--- config.mk ---
export PLATFORM = sky130hd
export DESIGN_NAME = eth_encap
export DESIGN_NICKNAME = d
export VERILOG_FILES = /design/src/hdl/eth_encap_pkg.sv /design/src/hdl/dns_reply_parser.sv /design/src/hdl/icmp_unreach_parser.sv /design/src/hdl/lookup_arbiter.sv /design/src/hdl/frame_delay.sv /design/src/hdl/eth_encap.sv
export SDC_FILE = /design/constraint.sdc
export NUM_CORES = 2
export LEC_CHECK = 0
export ABC_AREA = 1
export BUFFER_PORTS_ARGS = -buffer_cell sky130_fd_sc_hd__buf_4
export CAP_MARGIN = 20
export CORE_MARGIN = 2
export CORE_UTILIZATION = 60
export CTS_CLUSTER_DIAMETER = 60
export CTS_CLUSTER_SIZE = 8
export DETAILED_ROUTE_END_ITERATION = 6
export HOLD_SLACK_MARGIN = 0.05
export PLACE_DENSITY = 0.77
export SYNTH_ARGS = -nofsm -noshare
export SYNTH_HDL_FRONTEND = slang
export SYNTH_HIERARCHICAL = 1
export SYNTH_SLANG_ARGS = --single-unit
--- constraint.sdc ---
create_clock -name clk156 -period 6.7 [get_ports clk156]
set_input_delay 0.67 -clock clk156 [delete_from_list [all_inputs] [get_ports clk156]]
set_output_delay 0.67 -clock clk156 [all_outputs]
set_load 0.005 [all_outputs]
--- src/hdl/eth_encap_pkg.sv ---
// protocol constants, widths and shared stream and lookup types for the DNS guard
package eth_encap_pkg;

	localparam int DATA_W       = 64;
	localparam int KEEP_W       = 8;
	localparam int KEY_W        = 96;
	localparam int FLAG_W       = 4;
	localparam int BEAT_CNT_W   = 10;
	localparam int DELAY_STAGES = 12;

	localparam logic [15:0] ETH_FTYPE_IP      = 16'h0800;
	localparam logic [7:0]  IP_PROTO_UDP      = 8'h11;
	localparam logic [7:0]  IP_PROTO_ICMP     = 8'h01;
	localparam logic [7:0]  ICMP_DEST_UNREACH = 8'h03;
	localparam logic [7:0]  ICMP_PORT_UNREACH = 8'h03;
	localparam logic [7:0]  ICMP_ADMIN_PROHIB = 8'h0a;
	localparam logic [15:0] DNS_SERV_PORT     = 16'd53;

	// reply status lives in flag bits 2:1
	localparam logic [1:0]        STATUS_ARREST = 2'b10;
	localparam logic [FLAG_W-1:0] OP_SUSPECT    = 4'b0000;
	localparam logic [FLAG_W-1:0] OP_FILTER     = 4'b0101;

	typedef struct packed {
		logic              valid;
		logic [DATA_W-1:0] data;
		logic [KEEP_W-1:0] keep;
		logic              last;
	} axis_beat_t;

	typedef struct packed {
		logic [31:0] src_ip;
		logic [31:0] dst_ip;
		logic [15:0] dst_port;
		logic [15:0] pad;
	} flow_key_t;

	typedef struct packed {
		logic              valid;
		flow_key_t         key;
		logic [FLAG_W-1:0] flag;
	} lookup_req_t;

endpackage

--- src/hdl/dns_reply_parser.sv ---
// port 0 beat counter, Ethernet/IP/UDP field extraction and DNS response lookup request
`timescale 1ns/1ps

module dns_reply_parser import eth_encap_pkg::*; (
	input  logic        clk156,
	input  logic        eth_rst,
	input  axis_beat_t  rx,
	output lookup_req_t req,
	output logic        frame_start
);

	logic [BEAT_CNT_W-1:0] beat_cnt;
	// byte 0 moved to the top lane, so fields read in network order
	logic [DATA_W-1:0] net_data;
	logic [15:0] ftype;
	logic [7:0]  ip_proto;
	logic [31:0] src_ip;
	logic [31:0] dst_ip;
	logic [15:0] src_port;
	logic [15:0] dst_port;
	logic        is_udp;
	logic        fire;

	assign net_data = {<<8{rx.data}};
	assign is_udp   = (ftype == ETH_FTYPE_IP) && (ip_proto == IP_PROTO_UDP);
	// request goes out after the beat that carries the DNS flags word
	assign fire     = rx.valid && (beat_cnt == BEAT_CNT_W'(6)) && is_udp &&
		(src_port == DNS_SERV_PORT);

	// saturates on oversized frames instead of wrapping to beat 0
	always_ff @(posedge clk156) begin
		if (eth_rst) begin
			beat_cnt <= '0;
		end else if (rx.valid) begin
			if (rx.last)
				beat_cnt <= '0;
			else if (beat_cnt != '1)
				beat_cnt <= beat_cnt + 1'b1;
		end
	end

	always_ff @(posedge clk156) begin
		if (rx.valid) begin
			case (int'(beat_cnt))
				0: begin
					ftype    <= '0;
					ip_proto <= '0;
					src_ip   <= '0;
					dst_ip   <= '0;
					src_port <= '0;
					dst_port <= '0;
				end
				1: ftype <= net_data[31:16];
				2: ip_proto <= net_data[7:0];
				3: begin
					src_ip        <= net_data[47:16];
					dst_ip[31:16] <= net_data[15:0];
				end
				4: begin
					dst_ip[15:0] <= net_data[63:48];
					if (is_udp) begin
						src_port <= net_data[47:32];
						dst_port <= net_data[31:16];
					end
				end
				default: ;
			endcase
		end
	end

	always_ff @(posedge clk156) begin
		if (eth_rst) begin
			req         <= '0;
			frame_start <= 1'b0;
		end else begin
			frame_start <= rx.valid && (beat_cnt == '0);
			req.valid   <= fire;
			if (fire) begin
				req.key  <= '{src_ip: src_ip, dst_ip: dst_ip, dst_port: dst_port, pad: '0};
				req.flag <= OP_SUSPECT;
			end
		end
	end

endmodule

--- src/hdl/icmp_unreach_parser.sv ---
// port 1 beat counter, ICMP unreachable and quoted UDP header extraction, filter request
`timescale 1ns/1ps

module icmp_unreach_parser import eth_encap_pkg::*; (
	input  logic        clk156,
	input  logic        eth_rst,
	input  axis_beat_t  rx,
	output lookup_req_t req
);

	logic [BEAT_CNT_W-1:0] beat_cnt;
	logic [DATA_W-1:0] net_data;
	logic [15:0] ftype;
	logic [7:0]  ip_proto;
	logic [7:0]  icmp_type;
	logic [7:0]  icmp_code;
	// header of the offending datagram, quoted inside the ICMP body
	logic [31:0] q_src_ip;
	logic [31:0] q_dst_ip;
	logic [15:0] q_src_port;
	logic [15:0] q_dst_port;
	logic        is_icmp;
	logic        unreach;
	logic        fire;

	assign net_data = {<<8{rx.data}};
	assign is_icmp  = (ftype == ETH_FTYPE_IP) && (ip_proto == IP_PROTO_ICMP);
	assign unreach  = is_icmp && (icmp_type == ICMP_DEST_UNREACH) &&
		((icmp_code == ICMP_PORT_UNREACH) || (icmp_code == ICMP_ADMIN_PROHIB));
	assign fire     = rx.valid && (beat_cnt == BEAT_CNT_W'(10)) && unreach &&
		(q_src_port == DNS_SERV_PORT);

	always_ff @(posedge clk156) begin
		if (eth_rst) begin
			beat_cnt <= '0;
		end else if (rx.valid) begin
			if (rx.last)
				beat_cnt <= '0;
			else if (beat_cnt != '1)
				beat_cnt <= beat_cnt + 1'b1;
		end
	end

	always_ff @(posedge clk156) begin
		if (rx.valid) begin
			case (int'(beat_cnt))
				0: begin
					ftype      <= '0;
					ip_proto   <= '0;
					icmp_type  <= '0;
					icmp_code  <= '0;
					q_src_ip   <= '0;
					q_dst_ip   <= '0;
					q_src_port <= '0;
					q_dst_port <= '0;
				end
				1: ftype <= net_data[31:16];
				2: ip_proto <= net_data[7:0];
				4: begin
					if (is_icmp) begin
						icmp_type <= net_data[47:40];
						icmp_code <= net_data[39:32];
					end
				end
				6: q_src_ip[31:16] <= net_data[15:0];
				7: begin
					q_src_ip[15:0] <= net_data[63:48];
					q_dst_ip       <= net_data[47:16];
					q_src_port     <= net_data[15:0];
				end
				8: q_dst_port <= net_data[63:48];
				default: ;
			endcase
		end
	end

	always_ff @(posedge clk156) begin
		if (eth_rst) begin
			req <= '0;
		end else begin
			req.valid <= fire;
			if (fire) begin
				req.key  <= '{src_ip: q_src_ip, dst_ip: q_dst_ip, dst_port: q_dst_port,
					pad: '0};
				req.flag <= OP_FILTER;
			end
		end
	end

endmodule

--- src/hdl/lookup_arbiter.sv ---
// request merge onto the flow table port with port 0 priority, arrest reply block latch
`timescale 1ns/1ps

module lookup_arbiter import eth_encap_pkg::*; (
	input  logic              clk156,
	input  logic              eth_rst,
	input  lookup_req_t       suspect_req,
	input  lookup_req_t       filter_req,
	input  logic              frame_start,
	input  logic              out_valid,
	input  logic [FLAG_W-1:0] out_flag,
	output lookup_req_t       lookup,
	output logic              block
);

	lookup_req_t pending;
	logic        arrest;
	logic        blocked;

	assign arrest = out_valid && (out_flag[2:1] == STATUS_ARREST);
	// active in the reply cycle itself, held by the latch afterwards
	assign block  = arrest || blocked;

	always_ff @(posedge clk156) begin
		if (eth_rst) begin
			lookup  <= '0;
			pending <= '0;
		end else if (suspect_req.valid) begin
			lookup <= suspect_req;
			// port 1 waits one cycle
			if (filter_req.valid)
				pending <= filter_req;
		end else if (pending.valid) begin
			lookup  <= pending;
			pending <= filter_req;
		end else begin
			lookup <= filter_req;
		end
	end

	// next port 0 frame releases the block
	always_ff @(posedge clk156) begin
		if (eth_rst)
			blocked <= 1'b0;
		else if (frame_start)
			blocked <= 1'b0;
		else if (arrest)
			blocked <= 1'b1;
	end

endmodule

--- src/hdl/frame_delay.sv ---
// port 0 delay line that holds traffic for the lookup verdict and zeroes it under block
`timescale 1ns/1ps

module frame_delay import eth_encap_pkg::*; (
	input  logic       clk156,
	input  logic       eth_rst,
	input  logic       block,
	input  axis_beat_t din,
	output axis_beat_t dout
);

	axis_beat_t stage [DELAY_STAGES];

	always_ff @(posedge clk156) begin
		if (eth_rst) begin
			for (int i = 0; i < DELAY_STAGES; i++)
				stage[i] <= '0;
		end else begin
			// input stage keeps loading even while blocked
			stage[0] <= din;
			for (int i = 1; i < DELAY_STAGES; i++) begin
				if (block)
					stage[i] <= '0;
				else
					stage[i] <= stage[i-1];
			end
		end
	end

	assign dout = stage[DELAY_STAGES-1];

endmodule

--- src/hdl/eth_encap.sv ---
// top level of the DNS reflection guard, parsers, lookup arbiter and port 0 delay line
`timescale 1ns/1ps

module eth_encap import eth_encap_pkg::*; (
	input  logic              clk156,
	input  logic              eth_rst,

	input  logic              s_axis_rx0_tvalid,
	input  logic [DATA_W-1:0] s_axis_rx0_tdata,
	input  logic [KEEP_W-1:0] s_axis_rx0_tkeep,
	input  logic              s_axis_rx0_tlast,

	input  logic              s_axis_rx1_tvalid,
	input  logic [DATA_W-1:0] s_axis_rx1_tdata,
	input  logic              s_axis_rx1_tlast,

	output logic              m_axis_tx1_tvalid,
	output logic [DATA_W-1:0] m_axis_tx1_tdata,
	output logic [KEEP_W-1:0] m_axis_tx1_tkeep,
	output logic              m_axis_tx1_tlast,

	output logic [KEY_W-1:0]  in_key,
	output logic [FLAG_W-1:0] in_flag,
	output logic              in_valid,
	input  logic              out_valid,
	input  logic [FLAG_W-1:0] out_flag
);

	axis_beat_t  rx0_beat;
	axis_beat_t  rx1_beat;
	axis_beat_t  tx1_beat;
	lookup_req_t suspect_req;
	lookup_req_t filter_req;
	lookup_req_t lookup;
	logic        frame_start;
	logic        block;

	assign rx0_beat = '{valid: s_axis_rx0_tvalid, data: s_axis_rx0_tdata,
		keep: s_axis_rx0_tkeep, last: s_axis_rx0_tlast};
	// port 1 carries no keep
	assign rx1_beat = '{valid: s_axis_rx1_tvalid, data: s_axis_rx1_tdata,
		keep: '0, last: s_axis_rx1_tlast};

	dns_reply_parser u_dns_reply_parser (
		.clk156      (clk156),
		.eth_rst     (eth_rst),
		.rx          (rx0_beat),
		.req         (suspect_req),
		.frame_start (frame_start)
	);

	icmp_unreach_parser u_icmp_unreach_parser (
		.clk156  (clk156),
		.eth_rst (eth_rst),
		.rx      (rx1_beat),
		.req     (filter_req)
	);

	lookup_arbiter u_lookup_arbiter (
		.clk156      (clk156),
		.eth_rst     (eth_rst),
		.suspect_req (suspect_req),
		.filter_req  (filter_req),
		.frame_start (frame_start),
		.out_valid   (out_valid),
		.out_flag    (out_flag),
		.lookup      (lookup),
		.block       (block)
	);

	frame_delay u_frame_delay (
		.clk156  (clk156),
		.eth_rst (eth_rst),
		.block   (block),
		.din     (rx0_beat),
		.dout    (tx1_beat)
	);

	assign m_axis_tx1_tvalid = tx1_beat.valid;
	assign m_axis_tx1_tdata  = tx1_beat.data;
	assign m_axis_tx1_tkeep  = tx1_beat.keep;
	assign m_axis_tx1_tlast  = tx1_beat.last;

	assign in_valid = lookup.valid;
	assign in_key   = lookup.key;
	assign in_flag  = lookup.flag;

endmodule

==> results.cfg <==
[status]
status = finished, final reports clean

[pwr]
leakagePower_nw = 35.9
ir_worst_vdd_uv = 240
p_per_area_nw_per_um2 = 290

[timing]
slew_violations = 0
fmaxAchievable_mhz = 336
hold_viol_final = 0
rsz0062_at_grt = false
fin_crit_ns = 2.98
finalSetupViolCount = 0
fin_crit_sh_pct = 44.4
fin_tns_setup_ns = 0
hold-worst-slack_ns = 0.112
worst_pin_slew_ns = 1.13
slew_headroom_pct = 24.5
clock_skew_ns = 0.0396

[synthesis]
syn-cell-area_um2 = 62200
ys.warnings.count = 6
syn_area_per_cell_um2 = 9.38
synthCells = 6631

[grt]
grt_pass1_wl_um = 200000
grt_pass1_vias = 40900
antenna_found_initial = 9
grt_usage_pct = 23.8
grt_max_degree = 235
grt-ovfl-total = 0

[setup_path]
cp-startpoint = u_dns_reply_parser/req[100]$_SDFF_PP0_
crit_path_start_kind = flop
reg2reg_depth = 7
r2r_start = u_dns_reply_parser/req[100]$_SDFF_PP0_
r2r_slack_ns = 3.72
required_ns = 7.42
cpPeakStageDelay_ns = 0.77
cp_slowest_cell = buf_4
critical_path.max_fanout = 79
timing.rr.end = u_lookup_arbiter/lookup[68]$_SDFF_PP0_
endpoint_kind = flop
critPathKind = flop to flop
crit_chain = inv_6, buf_4, buf_4, nor2_1, nor2_1, nand2_1, inv_1
cp_data_arrival_time_ns = 3.70

[cells_and_area]
drive_gt1_share_pct = 7.84
fin_util_pct = 71.3
fillers = 7554
syn2layout_area_growth_pct = 18.3
final_nets = 7803

[routing]
routed_wl_um = 126000
avgRoutedWirePerCell_um = 13.7
avgViaCountPerCell = 4.48
num_vias = 41200
antenna_left = 0
dr.pass1.iters = 6
drc = 0
drtIter0Drc = 3396

[clock_tree]
clk_latency_ns = 0.79
cts_root_buffer = clkbuf_16
clockBufferDepth = 3
numClockSinks = 1531
ctsResizeCount = 0
postCtsHoldBufs = 0
htree_levels = 4
cts.reportedPaths.clkPinSlew_ns = 0.05
cts_buffers = 210
cts_tree = built
postCtsSetupBuffers = 0

[die]
die-width_um = 326
rows = 118
initial_utilization_pct = 60.3
die_h_um = 326
ios = 322
core-area_um2 = 103000
dieArea_um2 = 106000

[flow_run]
maxCapViolCount = 0

[placed_design]
hpwlAfterDp_um = 79000
port_buffers = 319
gp_congestion = 0.854

[min_path]
worstHoldEndpoint = u_frame_delay/stage[0][66]$_DFF_P_
hp-class = primary input to flop
hold_depth = 3
min_from = s_axis_rx0_tdata[57]
## cell usage in the layout, fill, tap and decap left out, types with 5 or more instances in the layout
master and count:
nor2_1 1901, inv_1 1589, edfxtp_1 1070, conb_1 852, nand2_1 798, dfxtp_1 460
buf_4 348, nand3_1 217, clkbuf_16 215, clkbuf_1 140, nand4_1 91, a21oi_1 22
o21ai_0 16, nor3_1 8, ha_1 8, inv_2 7, nand2_4 5
## metal layers
metal | vias to the layer above | global-route usage [%] | routed length [µm]
li1 | 20900 | - | -
met1 | 18700 | 28.7 | 50400
met2 | 1275 | 40.3 | 60900
met3 | 330 | 5.14 | 8530
met4 | 16 | 12.4 | 6210
met5 | - | 0 | 95
## worst max path at each step
stage	endpoint	slack, ns	cells past startpoint
2_1_floorplan	u_icmp_unreach_parser/q_dst_ip[0]$_SDFFCE_PP0P_	2.07	6
3_3_place_gp	u_frame_delay/stage[0][764]$_SDFFCE_PP0P_	3.62	7
3_5_place_dp	u_frame_delay/stage[0][764]$_SDFFCE_PP0P_	3.62	7
4_1_cts	u_icmp_unreach_parser/q_src_port[11]$_SDFFCE_PP0P_	3.66	8
5_1_grt	u_lookup_arbiter/lookup[68]$_SDFF_PP0_	3.57	7
6_report	u_lookup_arbiter/lookup[68]$_SDFF_PP0_	3.72	7
## metrics by stage
step	area (µm²)	instances	total power [mW]	setup WS [ns]
detailed placement	67500	8813	11.8	3.62
global placement	67400	8811	11.8	3.62
finish	73600	9183	21.3	3.72
floorplan	65400	7480	11.6	2.07
CTS	73500	9179	21.5	3.66
global route	73600	9182	22.1	3.57
## sequential cells by signal (all words and copies together), names as in the netlist, 32 cells and up
name,count
u_dns_reply_parser/dst_ip,32
u_dns_reply_parser/req,81
u_dns_reply_parser/src_ip,32
u_frame_delay/stage,888
u_icmp_unreach_parser/q_dst_ip,32
u_icmp_unreach_parser/q_src_ip,32
u_icmp_unreach_parser/req,82
u_lookup_arbiter/lookup,101
u_lookup_arbiter/pending,101
## critical path: cells and delay by family (launching register included)
| kind | cells | cell delay, ns |
|---|---|---|
| buffers and inverters | 4 | 1.92 |
| flip-flops | 1 | 0.39 |
| AND/OR/NAND/NOR | 3 | 0.48 |
## cell type report
class                      instances  area, µm²  area share (%)
antenna                            1       2.50         0.00340
clock buffer                     355       5910            8.02
clock inverter                    11        154           0.209
inverter                        1599       6010            8.16
multi-input combinational       3949      15600            21.2
sequential                      1531      41400            56.2
tap                             1380       1730            2.35
timing repair buffer             357       2810            3.82
## power by group
group	switching [mW]	internal [mW]	total (mW)
clock	3.74	5.90	9.64
sequential	0.123	10.6	10.8
combinational	0.653	0.268	0.920
total	4.51	16.8	21.3
Note: power is estimated with default switching activity, not from simulation.
